**config.mk**
```make
export PLATFORM = sky130hd
export DESIGN_NAME = tagmem_top
export DESIGN_NICKNAME = d
export VERILOG_FILES = /design/src/rtl/tagmem_pkg.sv /design/src/rtl/access_ctrl.sv /design/src/rtl/bank_pointers.sv /design/src/rtl/tagmem_top.sv /design/src/rtl/tx_serializer.sv /design/src/rtl/write_fifo.sv
export SDC_FILE = /design/constraint.sdc
export NUM_CORES = 1
export LEC_CHECK = 0
export CAP_MARGIN = 30
export CORE_UTILIZATION = 40
export CTS_CLUSTER_SIZE = 28
export DETAILED_ROUTE_END_ITERATION = 8
export DONT_BUFFER_PORTS = 1
export GPL_ROUTABILITY_DRIVEN = 0
export GPL_TIMING_DRIVEN = 0
export PLACE_DENSITY = 0.61
export SLEW_MARGIN = 20
export SYNTH_ARGS = -nofsm -noshare
export SYNTH_HDL_FRONTEND = slang
export SYNTH_HIERARCHICAL = 1
export SYNTH_SLANG_ARGS = --single-unit
```
**constraint.sdc**
```tcl
create_clock -name clk -period 2.3 [get_ports clk]
set_input_delay 0.345 -clock clk [delete_from_list [all_inputs] [get_ports clk]]
set_output_delay 0.345 -clock clk [all_outputs]
set_load 0.005 [all_outputs]
```
**src/rtl/tagmem_pkg.sv**
```systemverilog
// word widths, address and count types, sensor record, command and bank codes
package tagmem_pkg;

    localparam int WORD_W = 16;

    typedef logic [WORD_W-1:0] word_t;     // one memory word, also the EPC payload
    typedef logic [5:0]        mem_addr_t;
    typedef logic [6:0]        word_count_t; // 0 to 64

    typedef struct packed {
        logic [7:0] time_stamp;
        logic [7:0] sample;
    } sensor_record_t;

    typedef enum logic {
        SENSOR_1 = 1'b0,
        SENSOR_2 = 1'b1
    } sensor_id_t;

    // sensor write as queued, record tagged with its sensor
    typedef struct packed {
        sensor_id_t     id;
        sensor_record_t rec;
    } sensor_item_t;

    typedef enum logic {
        CMD_READ_EPC    = 1'b0,
        CMD_READ_SENSOR = 1'b1
    } cmd_op_t;

    typedef enum logic [2:0] {
        BANK_NONE    = 3'b000,
        BANK_EPC     = 3'b001,
        BANK_SENSOR1 = 3'b010,
        BANK_SENSOR2 = 3'b100
    } bank_sel_t;

endpackage

```
**src/rtl/access_ctrl.sv**
```systemverilog
// write/read arbiter, four-step memory access FSM and read session tracking
`timescale 1ns/10ps

module access_ctrl (
    input  logic                     clk,
    input  logic                     factory_reset,
    input  logic                     cmd_valid,
    output logic                     busy,
    output logic                     cmd_start,
    input  logic                     epc_empty,
    input  tagmem_pkg::word_t        epc_data,
    output logic                     epc_pop,
    input  logic                     sensor_empty,
    input  tagmem_pkg::sensor_item_t sensor_item,
    output logic                     sensor_pop,
    input  tagmem_pkg::mem_addr_t    epc_wr_addr,
    input  tagmem_pkg::mem_addr_t    s1_wr_addr,
    input  tagmem_pkg::mem_addr_t    s2_wr_addr,
    input  tagmem_pkg::mem_addr_t    read_addr,
    input  tagmem_pkg::bank_sel_t    read_bank,
    input  logic                     read_active,
    input  logic                     read_last,
    output logic                     epc_written,
    output logic                     sensor_written,
    output tagmem_pkg::sensor_id_t   written_sensor,
    output logic                     read_step,
    input  logic                     word_req,
    output logic                     word_load,
    output tagmem_pkg::word_t        word_data,
    output logic                     word_last,
    output logic                     end_mark,
    input  logic                     tx_done,
    output logic                     pc_b,
    output logic                     we,
    output logic                     se,
    output tagmem_pkg::bank_sel_t    mem_sel,
    output tagmem_pkg::mem_addr_t    mem_addr,
    output tagmem_pkg::word_t        mem_write_data,
    input  tagmem_pkg::word_t        mem_read_data
);

    typedef enum logic [2:0] {IDLE, PRECHARGE, ACCESS, LATCH, RELEASE} state_t;
    typedef enum logic [1:0] {OP_EPC_WR, OP_SENSOR_WR, OP_READ} op_t;

    state_t state;
    op_t    op;
    logic   busy_q;      // read session open
    logic   end_sent;
    logic   start_epc;
    logic   start_sensor;
    logic   start_read;

    // epc writes before sensor writes before reads
    assign start_epc    = (state == IDLE) && !epc_empty;
    assign start_sensor = (state == IDLE) && epc_empty && !sensor_empty;
    assign start_read   = (state == IDLE) && epc_empty && sensor_empty && read_active && word_req;

    assign epc_pop    = start_epc;
    assign sensor_pop = start_sensor;
    assign busy       = busy_q && !tx_done;
    assign cmd_start  = cmd_valid && !busy;
    assign end_mark   = busy_q && !end_sent && !read_active && (state == IDLE);

    assign epc_written    = (state == LATCH) && (op == OP_EPC_WR);
    assign sensor_written = (state == LATCH) && (op == OP_SENSOR_WR);
    assign read_step      = (state == LATCH) && (op == OP_READ);
    assign word_load      = read_step;          // memory data valid through LATCH
    assign word_data      = mem_read_data;
    assign word_last      = read_last;

    always_ff @(posedge clk) begin
        if (factory_reset) begin
            state    <= IDLE;
            op       <= OP_READ;
            pc_b     <= 1'b1;
            we       <= 1'b0;
            se       <= 1'b0;
            mem_sel  <= tagmem_pkg::BANK_NONE;
            busy_q   <= 1'b0;
            end_sent <= 1'b0;
        end else begin
            case (state)
                IDLE: begin
                    if (start_epc) begin
                        op      <= OP_EPC_WR;
                        mem_sel <= tagmem_pkg::BANK_EPC;
                    end else if (start_sensor) begin
                        op      <= OP_SENSOR_WR;
                        mem_sel <= (sensor_item.id == tagmem_pkg::SENSOR_1) ?
                                   tagmem_pkg::BANK_SENSOR1 : tagmem_pkg::BANK_SENSOR2;
                    end else if (start_read) begin
                        op      <= OP_READ;
                        mem_sel <= read_bank;
                    end
                    if (start_epc || start_sensor || start_read) begin
                        pc_b  <= 1'b0;     // precharge
                        state <= PRECHARGE;
                    end
                end
                PRECHARGE: begin
                    pc_b  <= 1'b1;
                    we    <= (op != OP_READ);
                    se    <= (op == OP_READ);
                    state <= ACCESS;
                end
                ACCESS:  state <= LATCH;
                LATCH: begin
                    we    <= 1'b0;
                    se    <= 1'b0;
                    state <= RELEASE;
                end
                RELEASE: begin
                    mem_sel <= tagmem_pkg::BANK_NONE;
                    state   <= IDLE;
                end
                default: state <= IDLE;
            endcase

            if (tx_done) busy_q <= 1'b0;
            if (end_mark) end_sent <= 1'b1;
            if (cmd_start) begin    // takes precedence over a closing session
                busy_q   <= 1'b1;
                end_sent <= 1'b0;
            end
        end
    end

    // address and write payload captured as the access starts
    always_ff @(posedge clk) begin
        if (start_epc) begin
            mem_addr       <= epc_wr_addr;
            mem_write_data <= epc_data;
        end else if (start_sensor) begin
            mem_addr       <= (sensor_item.id == tagmem_pkg::SENSOR_1) ? s1_wr_addr : s2_wr_addr;
            mem_write_data <= tagmem_pkg::word_t'(sensor_item.rec);
            written_sensor <= sensor_item.id;
        end else if (start_read) begin
            mem_addr <= read_addr;
        end
    end

    assert property (@(posedge clk) disable iff (factory_reset) !(we && se));

endmodule

```
**src/rtl/bank_pointers.sv**
```systemverilog
// fill counters of the three banks with the read cursor and its remaining words
`timescale 1ns/10ps

module bank_pointers #(
    parameter int BANK_DEPTH = 64
) (
    input  logic                    clk,
    input  logic                    factory_reset,
    input  logic                    cmd_start,
    input  tagmem_pkg::cmd_op_t     cmd_op,
    input  tagmem_pkg::mem_addr_t   read_ptr,
    input  tagmem_pkg::word_count_t read_words,
    input  tagmem_pkg::sensor_id_t  sensor_id,
    input  logic                    epc_written,
    input  logic                    sensor_written,
    input  tagmem_pkg::sensor_id_t  written_sensor,
    input  logic                    read_step,
    output tagmem_pkg::mem_addr_t   epc_wr_addr,
    output tagmem_pkg::mem_addr_t   s1_wr_addr,
    output tagmem_pkg::mem_addr_t   s2_wr_addr,
    output tagmem_pkg::mem_addr_t   read_addr,
    output tagmem_pkg::bank_sel_t   read_bank,
    output logic                    read_active,
    output logic                    read_last
);

    localparam tagmem_pkg::word_count_t FULL = tagmem_pkg::word_count_t'(BANK_DEPTH);

    tagmem_pkg::word_count_t epc_fill;
    tagmem_pkg::word_count_t s1_fill;
    tagmem_pkg::word_count_t s2_fill;
    tagmem_pkg::word_count_t cmd_fill;   // fill of the bank named by the command
    tagmem_pkg::word_count_t step_fill;  // fill of the bank being written
    tagmem_pkg::word_count_t epc_top;
    tagmem_pkg::word_count_t remaining;

    assign cmd_fill  = (sensor_id == tagmem_pkg::SENSOR_1) ? s1_fill : s2_fill;
    assign step_fill = (written_sensor == tagmem_pkg::SENSOR_1) ? s1_fill : s2_fill;
    assign epc_top   = tagmem_pkg::word_count_t'(read_ptr) + read_words - 7'd1;

    assign epc_wr_addr = tagmem_pkg::mem_addr_t'(epc_fill);
    assign s1_wr_addr  = tagmem_pkg::mem_addr_t'(s1_fill);
    assign s2_wr_addr  = tagmem_pkg::mem_addr_t'(s2_fill);
    assign read_active = (remaining != '0);
    assign read_last   = (remaining == 7'd1);

    always_ff @(posedge clk) begin
        if (factory_reset) begin
            epc_fill  <= '0;
            s1_fill   <= '0;
            s2_fill   <= '0;
            remaining <= '0;
            read_bank <= tagmem_pkg::BANK_NONE;
        end else begin
            if (epc_written && epc_fill != FULL) epc_fill <= epc_fill + 7'd1;
            if (sensor_written && step_fill != FULL) begin
                if (written_sensor == tagmem_pkg::SENSOR_1) s1_fill <= s1_fill + 7'd1;
                else s2_fill <= s2_fill + 7'd1;
            end
            if (cmd_start) begin
                if (cmd_op == tagmem_pkg::CMD_READ_EPC) begin
                    read_addr <= tagmem_pkg::mem_addr_t'(epc_top);  // top word first
                    remaining <= read_words;
                    read_bank <= tagmem_pkg::BANK_EPC;
                end else begin
                    read_addr <= tagmem_pkg::mem_addr_t'(cmd_fill - 7'd1); // newest record
                    remaining <= cmd_fill;
                    read_bank <= (sensor_id == tagmem_pkg::SENSOR_1) ?
                                 tagmem_pkg::BANK_SENSOR1 : tagmem_pkg::BANK_SENSOR2;
                end
            end else if (read_step) begin
                read_addr <= read_addr - 6'd1;
                remaining <= remaining - 7'd1;
            end
        end
    end

    // the controller never completes a write into a full bank
    assert property (@(posedge clk) disable iff (factory_reset)
        !(epc_written && epc_fill == FULL) && !(sensor_written && step_fill == FULL));

endmodule

```
**src/rtl/tagmem_top.sv**
```systemverilog
// write fifos, bank pointers, access controller and serializer
`timescale 1ns/10ps

module tagmem_top #(
    parameter int FIFO_DEPTH = 2,
    parameter int BANK_DEPTH = 64
) (
    input  logic                    clk,
    input  logic                    factory_reset,
    input  logic                    epc_valid,
    input  tagmem_pkg::word_t       epc_data,
    input  logic                    adc_valid,
    input  logic [7:0]              adc_sample,
    input  logic [7:0]              adc_time_stamp,
    input  tagmem_pkg::sensor_id_t  sensor_id,
    input  logic                    cmd_valid,
    input  tagmem_pkg::cmd_op_t     cmd_op,
    input  tagmem_pkg::mem_addr_t   read_ptr,
    input  tagmem_pkg::word_count_t read_words,
    input  tagmem_pkg::word_t       mem_read_data,
    output tagmem_pkg::word_t       mem_write_data,
    output tagmem_pkg::mem_addr_t   mem_addr,
    output tagmem_pkg::bank_sel_t   mem_sel,
    output logic                    pc_b,
    output logic                    we,
    output logic                    se,
    output logic                    tx_bit,
    output logic                    tx_bit_valid,
    output logic                    tx_done,
    output logic                    busy
);

    tagmem_pkg::sensor_item_t adc_item, sensor_item;
    tagmem_pkg::word_t        epc_head, word_data;
    tagmem_pkg::mem_addr_t    epc_wr_addr, s1_wr_addr, s2_wr_addr, read_addr;
    tagmem_pkg::bank_sel_t    read_bank;
    tagmem_pkg::sensor_id_t   written_sensor;
    logic epc_empty, epc_pop, sensor_empty, sensor_pop;
    logic cmd_start, epc_written, sensor_written, read_step, read_active, read_last;
    logic word_req, word_load, word_last, end_mark;

    assign adc_item = {sensor_id, adc_time_stamp, adc_sample}; // stamp above sample

    write_fifo #(.payload_t(tagmem_pkg::word_t), .DEPTH(FIFO_DEPTH)) epc_fifo (
        .clk, .factory_reset, .push(epc_valid), .push_data(epc_data), .pop(epc_pop),
        .pop_data(epc_head), .empty(epc_empty), .full());

    write_fifo #(.payload_t(tagmem_pkg::sensor_item_t), .DEPTH(FIFO_DEPTH)) sensor_fifo (
        .clk, .factory_reset, .push(adc_valid), .push_data(adc_item), .pop(sensor_pop),
        .pop_data(sensor_item), .empty(sensor_empty), .full());

    bank_pointers #(.BANK_DEPTH(BANK_DEPTH)) u_pointers (
        .clk, .factory_reset, .cmd_start, .cmd_op, .read_ptr, .read_words, .sensor_id,
        .epc_written, .sensor_written, .written_sensor, .read_step, .epc_wr_addr,
        .s1_wr_addr, .s2_wr_addr, .read_addr, .read_bank, .read_active, .read_last);

    access_ctrl u_ctrl (
        .clk, .factory_reset, .cmd_valid, .busy, .cmd_start, .epc_empty,
        .epc_data(epc_head), .epc_pop, .sensor_empty, .sensor_item, .sensor_pop,
        .epc_wr_addr, .s1_wr_addr, .s2_wr_addr, .read_addr, .read_bank, .read_active,
        .read_last, .epc_written, .sensor_written, .written_sensor, .read_step, .word_req,
        .word_load, .word_data, .word_last, .end_mark, .tx_done, .pc_b, .we, .se, .mem_sel,
        .mem_addr, .mem_write_data, .mem_read_data);

    tx_serializer u_tx (
        .clk, .factory_reset, .word_load, .word_data, .word_last, .end_mark, .word_req,
        .tx_bit, .tx_bit_valid, .tx_done);

endmodule

```
**src/rtl/tx_serializer.sv**
```systemverilog
// one-word prefetch buffer and msb-first shift register with done pulse
`timescale 1ns/10ps

module tx_serializer (
    input  logic              clk,
    input  logic              factory_reset,
    input  logic              word_load,
    input  tagmem_pkg::word_t word_data,
    input  logic              word_last,
    input  logic              end_mark,
    output logic              word_req,
    output logic              tx_bit,
    output logic              tx_bit_valid,
    output logic              tx_done
);

    localparam int CNT_W = $clog2(tagmem_pkg::WORD_W + 1);

    tagmem_pkg::word_t buf_q;
    tagmem_pkg::word_t shift_q;
    logic              buf_full;
    logic [CNT_W-1:0]  bit_cnt;     // bits left in shift_q
    logic              last_seen;   // final word already fetched
    logic              end_seen;
    logic              shift_free;

    assign shift_free   = (bit_cnt <= CNT_W'(1));
    assign word_req     = !buf_full && !last_seen;
    assign tx_bit_valid = (bit_cnt != '0);
    assign tx_bit       = tx_bit_valid && shift_q[tagmem_pkg::WORD_W-1];

    always_ff @(posedge clk) begin
        if (factory_reset) begin
            buf_full  <= 1'b0;
            bit_cnt   <= '0;
            last_seen <= 1'b0;
            end_seen  <= 1'b0;
            tx_done   <= 1'b0;
        end else begin
            tx_done <= 1'b0;
            if (word_load) begin    // only arrives while buffer is empty
                buf_q    <= word_data;
                buf_full <= 1'b1;
                if (word_last) last_seen <= 1'b1;
            end
            if (buf_full && shift_free) begin
                shift_q  <= buf_q;   // no gap bit between words
                bit_cnt  <= CNT_W'(tagmem_pkg::WORD_W);
                buf_full <= 1'b0;
            end else if (bit_cnt != '0) begin
                shift_q <= shift_q << 1;
                bit_cnt <= bit_cnt - 1'b1;
            end
            if (end_mark) end_seen <= 1'b1;
            if (end_seen && !buf_full && bit_cnt == '0) begin
                tx_done   <= 1'b1;
                end_seen  <= 1'b0;
                last_seen <= 1'b0;
            end
        end
    end

endmodule

```
**src/rtl/write_fifo.sv**
```systemverilog
// small circular buffer for pending bank writes that drops pushes when full
`timescale 1ns/10ps

module write_fifo #(
    parameter type payload_t = logic,
    parameter int  DEPTH     = 2
) (
    input  logic     clk,
    input  logic     factory_reset,
    input  logic     push,
    input  payload_t push_data,
    input  logic     pop,
    output payload_t pop_data,
    output logic     empty,
    output logic     full
);

    localparam int PTR_W = (DEPTH > 1) ? $clog2(DEPTH) : 1;

    payload_t         mem [DEPTH];
    logic [PTR_W-1:0] wr_ptr;
    logic [PTR_W-1:0] rd_ptr;
    logic [PTR_W:0]   count;
    logic             do_push;
    logic             do_pop;

    assign do_push  = push && !full;   // overflow drops the new payload
    assign do_pop   = pop && !empty;
    assign empty    = (count == '0);
    assign full     = (count == (PTR_W+1)'(DEPTH));
    assign pop_data = mem[rd_ptr];

    always_ff @(posedge clk) begin
        if (do_push) begin
            mem[wr_ptr] <= push_data;
        end
    end

    always_ff @(posedge clk) begin
        if (factory_reset) begin
            wr_ptr <= '0;
            rd_ptr <= '0;
            count  <= '0;
        end else begin
            if (do_push) begin
                wr_ptr <= (wr_ptr == PTR_W'(DEPTH - 1)) ? '0 : wr_ptr + 1'b1;
            end
            if (do_pop) begin
                rd_ptr <= (rd_ptr == PTR_W'(DEPTH - 1)) ? '0 : rd_ptr + 1'b1;
            end
            count <= count + (PTR_W+1)'(do_push) - (PTR_W+1)'(do_pop);
        end
    end

    // controller only pops what it has seen queued
    assert property (@(posedge clk) disable iff (factory_reset) pop |-> !empty);

    // a dropped push leaves the slot it would have hit untouched
    assert property (@(posedge clk) disable iff (factory_reset)
        (push && full) |=> mem[$past(wr_ptr)] == $past(mem[wr_ptr]));

endmodule

```
* After elaboration in Yosys (flattened, before gate mapping)
Memories as Yosys holds them, arrays and structs flattened. A register that Yosys moved wholly into a read port is not among the register bits.
Index checks and enable logic that the tools add are counted.
** Word-level totals
- Register bits :: 122
- Latch bits :: 0
- Bits in writable memories :: 66
- ROM bits :: 0
- Input bits :: 68
- Output and inout port bits :: 32
- Memories :: 2
** Memories
- sensor_fifo.mem :: depth 2, width 17, read ports 1, clocked after memory_dff 1, wr ports 1, line write_fifo.sv:20 : payload_t mem [DEPTH];
- epc_fifo.mem :: depth 2, width 16, read ports 1, clocked after memory_dff 1, wr ports 1, line write_fifo.sv:20
** Operators by class
- Add/sub/neg operators :: 17
- Multiply operators :: 0
- Div/mod/pow operators :: 0
- $lt $le $gt $ge :: 1
- Equal/unequal tests :: 14
- Shift operators :: 0
- Multiplexer cells :: 49
- Bitwise gates (word level) :: 3
- Reduce and logical (&&, ||, !) cells :: 65
** Operators by type and width (number)
- two-way mux 16 bit :: 4
- two-way mux 6 bit :: 7
- two-way mux 7 bit :: 5
- logical AND 1 bit :: 25
- adder 7 x 1 -> 7 bit (second input constant) :: 3
- two-way mux 3 bit :: 7
- AND reduction 2 bit :: 10
- subtractor 6 x 1 -> 6 bit (second input constant) :: 3
- two-way mux 1 bit :: 16
- inequality test 7 bit (second input constant) :: 2
- nonzero test 2 bit :: 7
- case mux 3 bit (4 select lines) :: 1
- logical NOT 1 bit :: 10
- two-way mux 5 bit :: 2
- == test 7 x 1 -> 1 bit (second input constant) :: 1
- nonzero test 7 bit :: 1
- subtractor 7 x 1 -> 7 bit (second input constant) :: 1
- adder 6 bit :: 1
- == test 2 bit (second input constant) :: 3
- == test 3 x 2 -> 1 bit (second input constant) :: 2
- logical NOT 2 bit :: 3
- two-way mux 2 bit :: 3
- case mux 1 bit (2 select lines) :: 3
- case mux 3 bit (2 select lines) :: 1
- 17 further kinds :: 28

* Depth between registers and ports, before layout
Gate-level depths: netlist (run 1).
- Word-level depth :: 9
- Gate-level depth with buffers :: 14

* Hierarchy
Netlist (run 1), hierarchy kept.
** By module, submodules not included
- bank_pointers :: instances 1, cells each 293, area an instance 2422.3 µm²
- access_ctrl :: instances 1, cells each 182, area an instance 1798.0 µm²
- tx_serializer :: instances 1, cells each 95, area an instance 1617.8 µm²
- write_fifo at sensor_fifo :: instances 1, cells each 80, area an instance 1460.2 µm²
- write_fifo at epc_fifo :: instances 1, cells each 77, area an instance 1388.8 µm²

* Least setup slack after synthesis (run 1)
OpenSTA, ideal clock, no wires.
- Kind :: reg2reg
- Start :: register u_ctrl.state[1]
- End :: register epc_fifo.count[1]
- Library setup time :: 0.114 ns
- Data arrival time :: 2.305 ns
- Path slack :: -0.119 ns
- Cell stages (with the launch flop) :: 15
- Clock period less this slack :: 2.419 ns
- Cell sequence :: dfxtp_1 buf_6 or3_1 buf_2 or2_1 buf_6 clkinv_2 buf_6 o21a_2 ha_1 inv_1 ha_1 xor2_1 and2_1 nor3_1
** Between the ends
- Cells in the longest elaborated chain, start to end :: 4
** RTL lines
- from (decl) :: line access_ctrl.sv:45 : state_t state;
- from (signal assigned) :: line access_ctrl.sv:73 : state <= IDLE;
- from (signal assigned) :: line access_ctrl.sv:97 : state <= PRECHARGE;
- from (signal assigned) :: line access_ctrl.sv:104 : state <= ACCESS;
- logical NOT 3 bit :: line access_ctrl.sv:54 : assign start_epc = (state == IDLE) && !epc_empty;
- logical AND 1 bit :: line access_ctrl.sv:54
- via epc_pop :: line tagmem_top.sv:38 : logic epc_empty, epc_pop, sensor_empty, sensor_pop;
- logical AND 1 bit :: line write_fifo.sv:28 : assign do_pop = pop && !empty;
- via epc_fifo.do_pop :: line write_fifo.sv:25 : logic do_pop;
- subtractor 2 x 1 -> 2 bit :: line write_fifo.sv:51 : count <= count + (PTR_W+1)'(do_push) - (PTR_W+1)'(do_pop);
- to (signal assigned) :: line write_fifo.sv:51
- to (decl) :: line write_fifo.sv:23 : logic [PTR_W:0] count;
The timed path passes the listed nets, and every way through them passes these cells.
A chain may end at the register's enable or synchronous reset.

* Final worst setup path (run 1)
Ends and elaborated chain as after synthesis.

==> impl_metrics.py, run 1 <==
metrics = {
    "finish": {
        "fillers": 1891,
        "multiInputGateArea_sq_mm": 0.00311,
        "nets": 885,
        "finalNonFillerCells": 1080,
        "ff_latch_area_sq_mm": 0.00508,
        "syn2layout_area_growth_pct": 17.2,
        "layout_common_cells": "127 x edfxtp_1, 80 x nand2_1, 67 x nor2_1, 62 x dfxtp_1, 44 x dlygate4sd3_1",
        "antenna_cells": 0,
        "drive_gt1_frac": 0.166,
        "layout_commonest_cell": "edfxtp_1",
    },
    "logic_synthesis": {
        "yosysSeqAreaShare": 0.584,
        "synth_cells": 727,
        "ys_warn_count": 6,
        "synth_flop_cell": "edfxtp_1",
        "syn_area_sq_mm": 0.00869,
        "async_flop_share": 0,
        "syn_avg_cell_area_sq_um": 11.9,
        "ys_types": 63,
        "synth_seq_cells": 190,
        "synth.net_count": 820,
        "synth_edf_count": 127,
    },
    "timing": {
        "clock.fmax_ghz": 0.438,
        "slew_violations": 0,
        "maxSlewHeadroom": 0.477,
        "rsz0062_at_grt": "true",
        "tightest_slew_ns": 0.783,
        "timing.final.crit_share": 0.992,
        "final-hold-violation-count": 2,
        "setup-tns-final_ns": 0,
        "hold_ws_ns": -0.00326,
        "fin_skew_ns": 0.0133,
        "finalSetupViolCount": 0,
        "period_needed_ns": 2.28,
    },
    "global_route": {
        "grt_max_degree": 24,
        "use_met3": 0.0462,
        "grt_util_met2": 0.284,
        "overflow": 0,
        "grt.total_usage": 0.163,
        "grt_pass1_wl_mm": 27.7,
        "top_usage_layer": "met2",
        "grt_use_met1": 0.194,
        "grt_pass1_vias": 5493,
        "antenna_found_initial": 0,
    },
    "detailed_routing": {
        "drt_wl_total_mm": 17.6,
        "wl_per_cell_um": 16.3,
        "via_per_inst": 4.98,
        "num_vias": 5375,
        "drtIter0Drc": 302,
        "drtPass1Iterations": 6,
        "route.detailed.drc": 0,
        "ant_nets": 0,
    },
    "floorplan": {
        "start_util": 0.411,
        "die_y_um": 149,
        "dieArea_sq_mm": 0.0223,
        "die_width_um": 149,
        "ios": 100,
        "core-area_sq_mm": 0.0212,
        "rows": 53,
    },
    "clock_network": {
        "cts-root-buf": "clkbuf_16",
        "clk_latency_ns": 0.42,
        "tritoncts": "done",
        "cts_sinks": 190,
        "cts.clk_slew.worst_paths_ns": 0.07,
        "htree_levels": 4,
        "cts_buffers": 17,
        "ctsLongestPathBuffers": 2,
    },
    "worst_hold_path": {
        "hp-start": "factory_reset",
        "hp-class": "primary input to register",
    },
    "critical_path": {
        "cp-startpoint": "u_ctrl/state[1]",
        "cp.required_ns": 2.61,
        "worst_ep_arrival_time_ns": 2.59,
        "worstPathMaxFanout": 9,
        "critPathKind": "register to register",
        "critPathMaxStageDelay_ns": 0.32,
        "cp-start-kind": "register",
        "endpoint_kind": "register",
        "worst_path_max_delay_cell": "or3_1",
        "timing.rr.start": "u_ctrl/state[1]",
        "crit_top_cell": "buf_6",
        "crit_chain": "buf_6 -> or3_1 -> buf_6 -> or2_1 -> buf_6 -> clkinv_8 -> o21a_4 -> ha_4 -> inv_2 -> ha_4 -> xor2_2 -> and2_1 -> nor3_2",
    },
    "placement": {
        "dp_hpwl_mm": 12.9,
        "placed_cells": 1003,
        "io_buffers": 0,
    },
    "power_and_ir_drop": {
        "p_switching_w": 0.00342,
        "intPower_w": 0.00755,
        "p_seq_frac": 0.458,
        "p_leak_nw": 3.96,
        "ir_worst_vdd_mv": 0.548,
        "swShare": 0.312,
        "pwr-share-comb": 0.271,
        "p_clk_frac": 0.271,
        "power_density_mw_per_mm2": 1080,
    },
    "run_status": {
        "violations": "hold timing",
        "status": "finished, violations left",
    },
    "flow_run": {
        "drv_cap": 0,
    },
}
-- worst max-delay path: cells and delay by family, from the launching register on --
family	cells	cell delay, ns
adders and majority gates	2	0.32
AOI/OAI and AO/OA	1	0.13
xor gates and xnor gates	1	0.13
and+or+nand+nor	4	0.74
DFF	1	0.31
buffers and inverters	5	0.54
-- what timing repair did --
item,in CTS,in global routing
hold endpoints to repair,63,21
gates resized for setup,4,6
setup buffers,0,2
hold buffers,35,9
gates cloned,0,0
endpoints found under the setup margin,24,9
pin swaps,0,0
-- state kept, by name, indices dropped and copies added (netlist names), 2 cells and up, named ones only --
register	cells
epc_fifo/count	2
epc_fifo/mem	32
sensor_fifo/count	2
sensor_fifo/mem	34
u_ctrl/mem_addr	6
u_ctrl/mem_sel	3
u_ctrl/mem_write_data	16
u_ctrl/op	2
u_ctrl/state	3
u_pointers/epc_fill	7
u_pointers/read_addr	6
u_pointers/read_bank	3
u_pointers/remaining	7
u_pointers/s1_fill	7
u_pointers/s2_fill	7
u_tx/bit_cnt	5
u_tx/buf_q	16
u_tx/shift_q	16
-- cell usage after synthesis, drive strengths merged (6+ instances only) --
master  count  area (sq um)
nor2       69           259
buf        50           378
a21oi      23           119
clkbuf     10          37.5
and3        7          46.3
xnor2      20           175
o221a       6          67.6
dfxtp      63          1260
ha         24           300
edfxtp    127          3810
mux2i      15           150
nor3       15          75.1
and2        8          50.1
nor2b       7          43.8
a211oi      7          57.6
o21ai      18          97.6
nand2      80           300
inv        42           158
mux2       49           582
xor2       22           193
nand2b     10          67.6
nor3b       6          50.1
-- logic make-up (layout without fill, tap and decap cells) --
| logic type | after synthesis | after routing | share of synthesized area |
|---|---|---|---|
| compound gates | 73 | 73 | 0.0578 |
| xor+xnor | 42 | 42 | 0.0423 |
| fa+ha+maj | 25 | 25 | 0.0369 |
| buf+inv | 103 | 181 | 0.0665 |
| flops | 190 | 190 | 0.584 |
| mux | 64 | 64 | 0.0843 |
| simple gates | 230 | 230 | 0.128 |
-- area by class of cell --
class | count | share of cell area
Inverter | 43 | 0.0171
Timing Repair Buffer | 47 | 0.0458
Clock inverter | 15 | 0.0173
Clock buffer | 17 | 0.0418
Sequential cell | 190 | 0.498
Buffer | 59 | 0.0404
Tap cell | 275 | 0.0338
Multi-Input combinational cell | 434 | 0.305
-- stage by stage --
stage                     total power [W]  hold WS (ns)  area (sq um)   util  worst slack (ns)
after floorplan                   0.00711         0.414          8730      -          -0.00392
after global placement            0.00775         0.420          9070  0.429            -0.489
after detailed placement          0.00795         0.424          9100  0.430            -0.234
after CTS                          0.0110       -0.0252         10100  0.475           -0.0953
after global routing               0.0116       -0.0319         10200  0.481           -0.0634
final                              0.0110      -0.00326         10200  0.481            0.0185
-- per-layer routing --
layer	share of wire	up-vias
met5	0	-
met4	0.012	0
li1	-	2624
met3	0.049	18
met2	0.51	112
met1	0.43	2621
-- final timing paths --
| path | end | slack, ns | cells after the start |
|---|---|---|---|
| min | epc_fifo/count[0] | -0.003 | 1 |
| max | epc_fifo/count[1] | 0.02 | 13 |
| min reg2reg | u_pointers/read_bank[1] | 0.47 | 2 |
| max reg2reg | epc_fifo/count[1] | 0.02 | 13 |
-- power by group through the flow --
stage / sequential, W / combinational (W) / clock, W
global placement: 0.00507 / 0.00268 / 0
CTS: 0.00503 / 0.00294 / 0.00305
detailed placement: 0.00511 / 0.00284 / 0
finish: 0.00503 / 0.00297 / 0.00297
floorplan: 0.00495 / 0.00216 / 0
global route: 0.00511 / 0.00329 / 0.00316
(Power assumes the default switching activity.)
==> inputs of run 2 (changes only) <==
--- a/config.mk
+++ b/config.mk
@@ -12,7 +12,7 @@
 export DONT_BUFFER_PORTS = 1
 export GPL_ROUTABILITY_DRIVEN = 0
 export GPL_TIMING_DRIVEN = 0
-export PLACE_DENSITY = 0.61
+export PLACE_DENSITY = 0.59
 export SLEW_MARGIN = 20
 export SYNTH_ARGS = -nofsm -noshare
 export SYNTH_HDL_FRONTEND = slang
==> constraint.sdc (replaced) <==
create_clock -name clk -period 2.39 [get_ports clk]
set_input_delay 0.3585 -clock clk [delete_from_list [all_inputs] [get_ports clk]]
set_output_delay 0.3585 -clock clk [all_outputs]
set_load 0.005 [all_outputs]
==> impl_metrics.py, run 2 (same netlist as run 1, synthesis figures left out) <==
metrics = {
    "power_and_ir_drop": {
        "power_density_mw_per_mm2": 1060,
        "ir_worst_vdd_mv": 0.542,
        "p_leak_nw": 3.97,
    },
    "timing": {
        "tightest_slew_ns": 0.794,
        "finalSetupViolCount": 0,
        "final-hold-violation-count": 0,
        "fin_skew_ns": 0.00799,
        "hold_ws_ns": 0.0302,
        "period_needed_ns": 2.32,
        "maxSlewHeadroom": 0.470,
        "timing.final.crit_share": 0.972,
        "clock.fmax_ghz": 0.430,
        "slew_violations": 0,
    },
    "clock_network": {
        "cts_buffers": 17,
        "cts-root-buf": "clkbuf_16",
        "cts_sinks": 190,
        "clk_latency_ns": 0.42,
        "cts.clk_slew.worst_paths_ns": 0.07,
        "htree_levels": 4,
        "tritoncts": "done",
        "ctsLongestPathBuffers": 2,
    },
    "critical_path": {
        "cp-start-kind": "register",
        "worstPathMaxFanout": 9,
        "critPathKind": "register to register",
        "worst_ep_arrival_time_ns": 2.62,
        "endpoint_kind": "register",
        "cp.required_ns": 2.69,
    },
    "detailed_routing": {
        "wl_per_cell_um": 16.7,
        "drtIter0Drc": 321,
        "num_vias": 5401,
        "ant_nets": 0,
        "route.detailed.drc": 0,
        "via_per_inst": 5.03,
        "drtPass1Iterations": 4,
        "drt_wl_total_mm": 17.9,
    },
    "floorplan": {
        "start_util": 0.411,
        "core-area_sq_mm": 0.0212,
        "rows": 53,
        "ios": 100,
        "dieArea_sq_mm": 0.0223,
        "die_y_um": 149,
        "die_width_um": 149,
    },
    "global_route": {
        "antenna_found_initial": 0,
        "overflow": 0,
        "grt_pass1_vias": 5457,
        "grt.total_usage": 0.165,
        "grt_max_degree": 24,
        "grt_pass1_wl_mm": 27.8,
    },
    "finish": {
        "layout_common_cells": "127 x edfxtp_1, 80 x nand2_1, 68 x nor2_1, 62 x dfxtp_1, 44 x buf_4",
        "reg_top3": "sensor_fifo/mem: 34 flops, epc_fifo/mem: 32 flops",
        "final_area_sq_mm": 0.0101,
        "top_register": "sensor_fifo/mem",
        "post-route-util": 0.478,
        "largest_reg_flops": 34,
        "syn2layout_area_growth_pct": 16.5,
        "nets": 878,
        "antenna_cells": 0,
        "drive_gt1_frac": 0.165,
        "layout_commonest_cell": "edfxtp_1",
    },
    "placement": {
        "placed_cell_area_sq_mm": 0.00906,
        "io_buffers": 0,
        "dp_hpwl_mm": 12.9,
    },
    "worst_hold_path": {
        "hp-class": "primary input to register",
    },
    "flow_run": {
        "drv_cap": 0,
    },
    "run_status": {
        "status": "finished, final reports clean",
    },
}
[run 2: layer usage]
| metal | share of wire | routed length [um] | global-route usage |
|---|---|---|---|
| met1 | 0.42 | 7600 | 0.184 |
| met2 | 0.51 | 9240 | 0.292 |
| met3 | 0.051 | 917 | 0.0575 |
| met4 | 0.011 | 191 | 0.0551 |
| met5 | 0 | 0 | 0 |
[run 2: what timing repair did]
action                                  4_1_cts  5_1_grt
gates cloned                                  0        0
pin swaps                                     2        3
buffers inserted                              1        4
endpoints found under the hold margin        13       47
hold buffers                                  9       25
gates resized for setup                       4        7
endpoints found under the setup margin       18       10
[run 2: final timing paths]
kind	start	end	depth (start not counted)	slack (ns)
hold reg to reg	u_pointers/read_bank[2]	u_pointers/read_bank[2]	2	0.48
setup / recovery	u_ctrl/state[1]	epc_fifo/count[1]	13	0.07
hold / removal	adc_sample[2]	sensor_fifo/mem[1][2]	0	0.03
setup reg to reg	u_ctrl/state[1]	epc_fifo/count[1]	13	0.07
[run 2: critical path, cell delays in order (launching register included)]
cell	delay (ns)
dfxtp_1	0.31
buf_6	0.13
or3_1	0.32
buf_6	0.13
or2_1	0.21
buf_6	0.14
clkinv_8	0.04
o21a_4	0.12
ha_1	0.22
inv_1	0.06
ha_2	0.18
xor2_2	0.17
and2_1	0.15
nor3_1	0.04
[run 2: power breakdown]
group	internal, W	switching (W)
logic	0.00125	0.00159
registers	0.00445	0.000384
clock network	0.00179	0.00129
total	0.00749	0.00326
[run 2: area by class of cell]
type	instances	area, sq um
flip-flops and latches	190	5080
clock buffers	17	425
fillers	1897	11000
repair buffers	40	389
multi-input cells	434	3070
well taps	275	344
inverters	43	174
clock inverters	15	225
plain buffers	59	412
[run 2: metrics by stage]
step	worst slack (ns)	instances	setup TNS, ns	total power, W
6_report	0.0665	1073	0	0.0108
5_1_grt	-0.00370	1073	-0.00370	0.0114
4_1_cts	-0.00953	1044	-0.00953	0.0107
3_5_place_dp	-0.213	1003	-1.32	0.00756
3_3_place_gp	-0.426	1002	-12.19	0.00741
2_1_floorplan	0.00184	727	0	0.00679
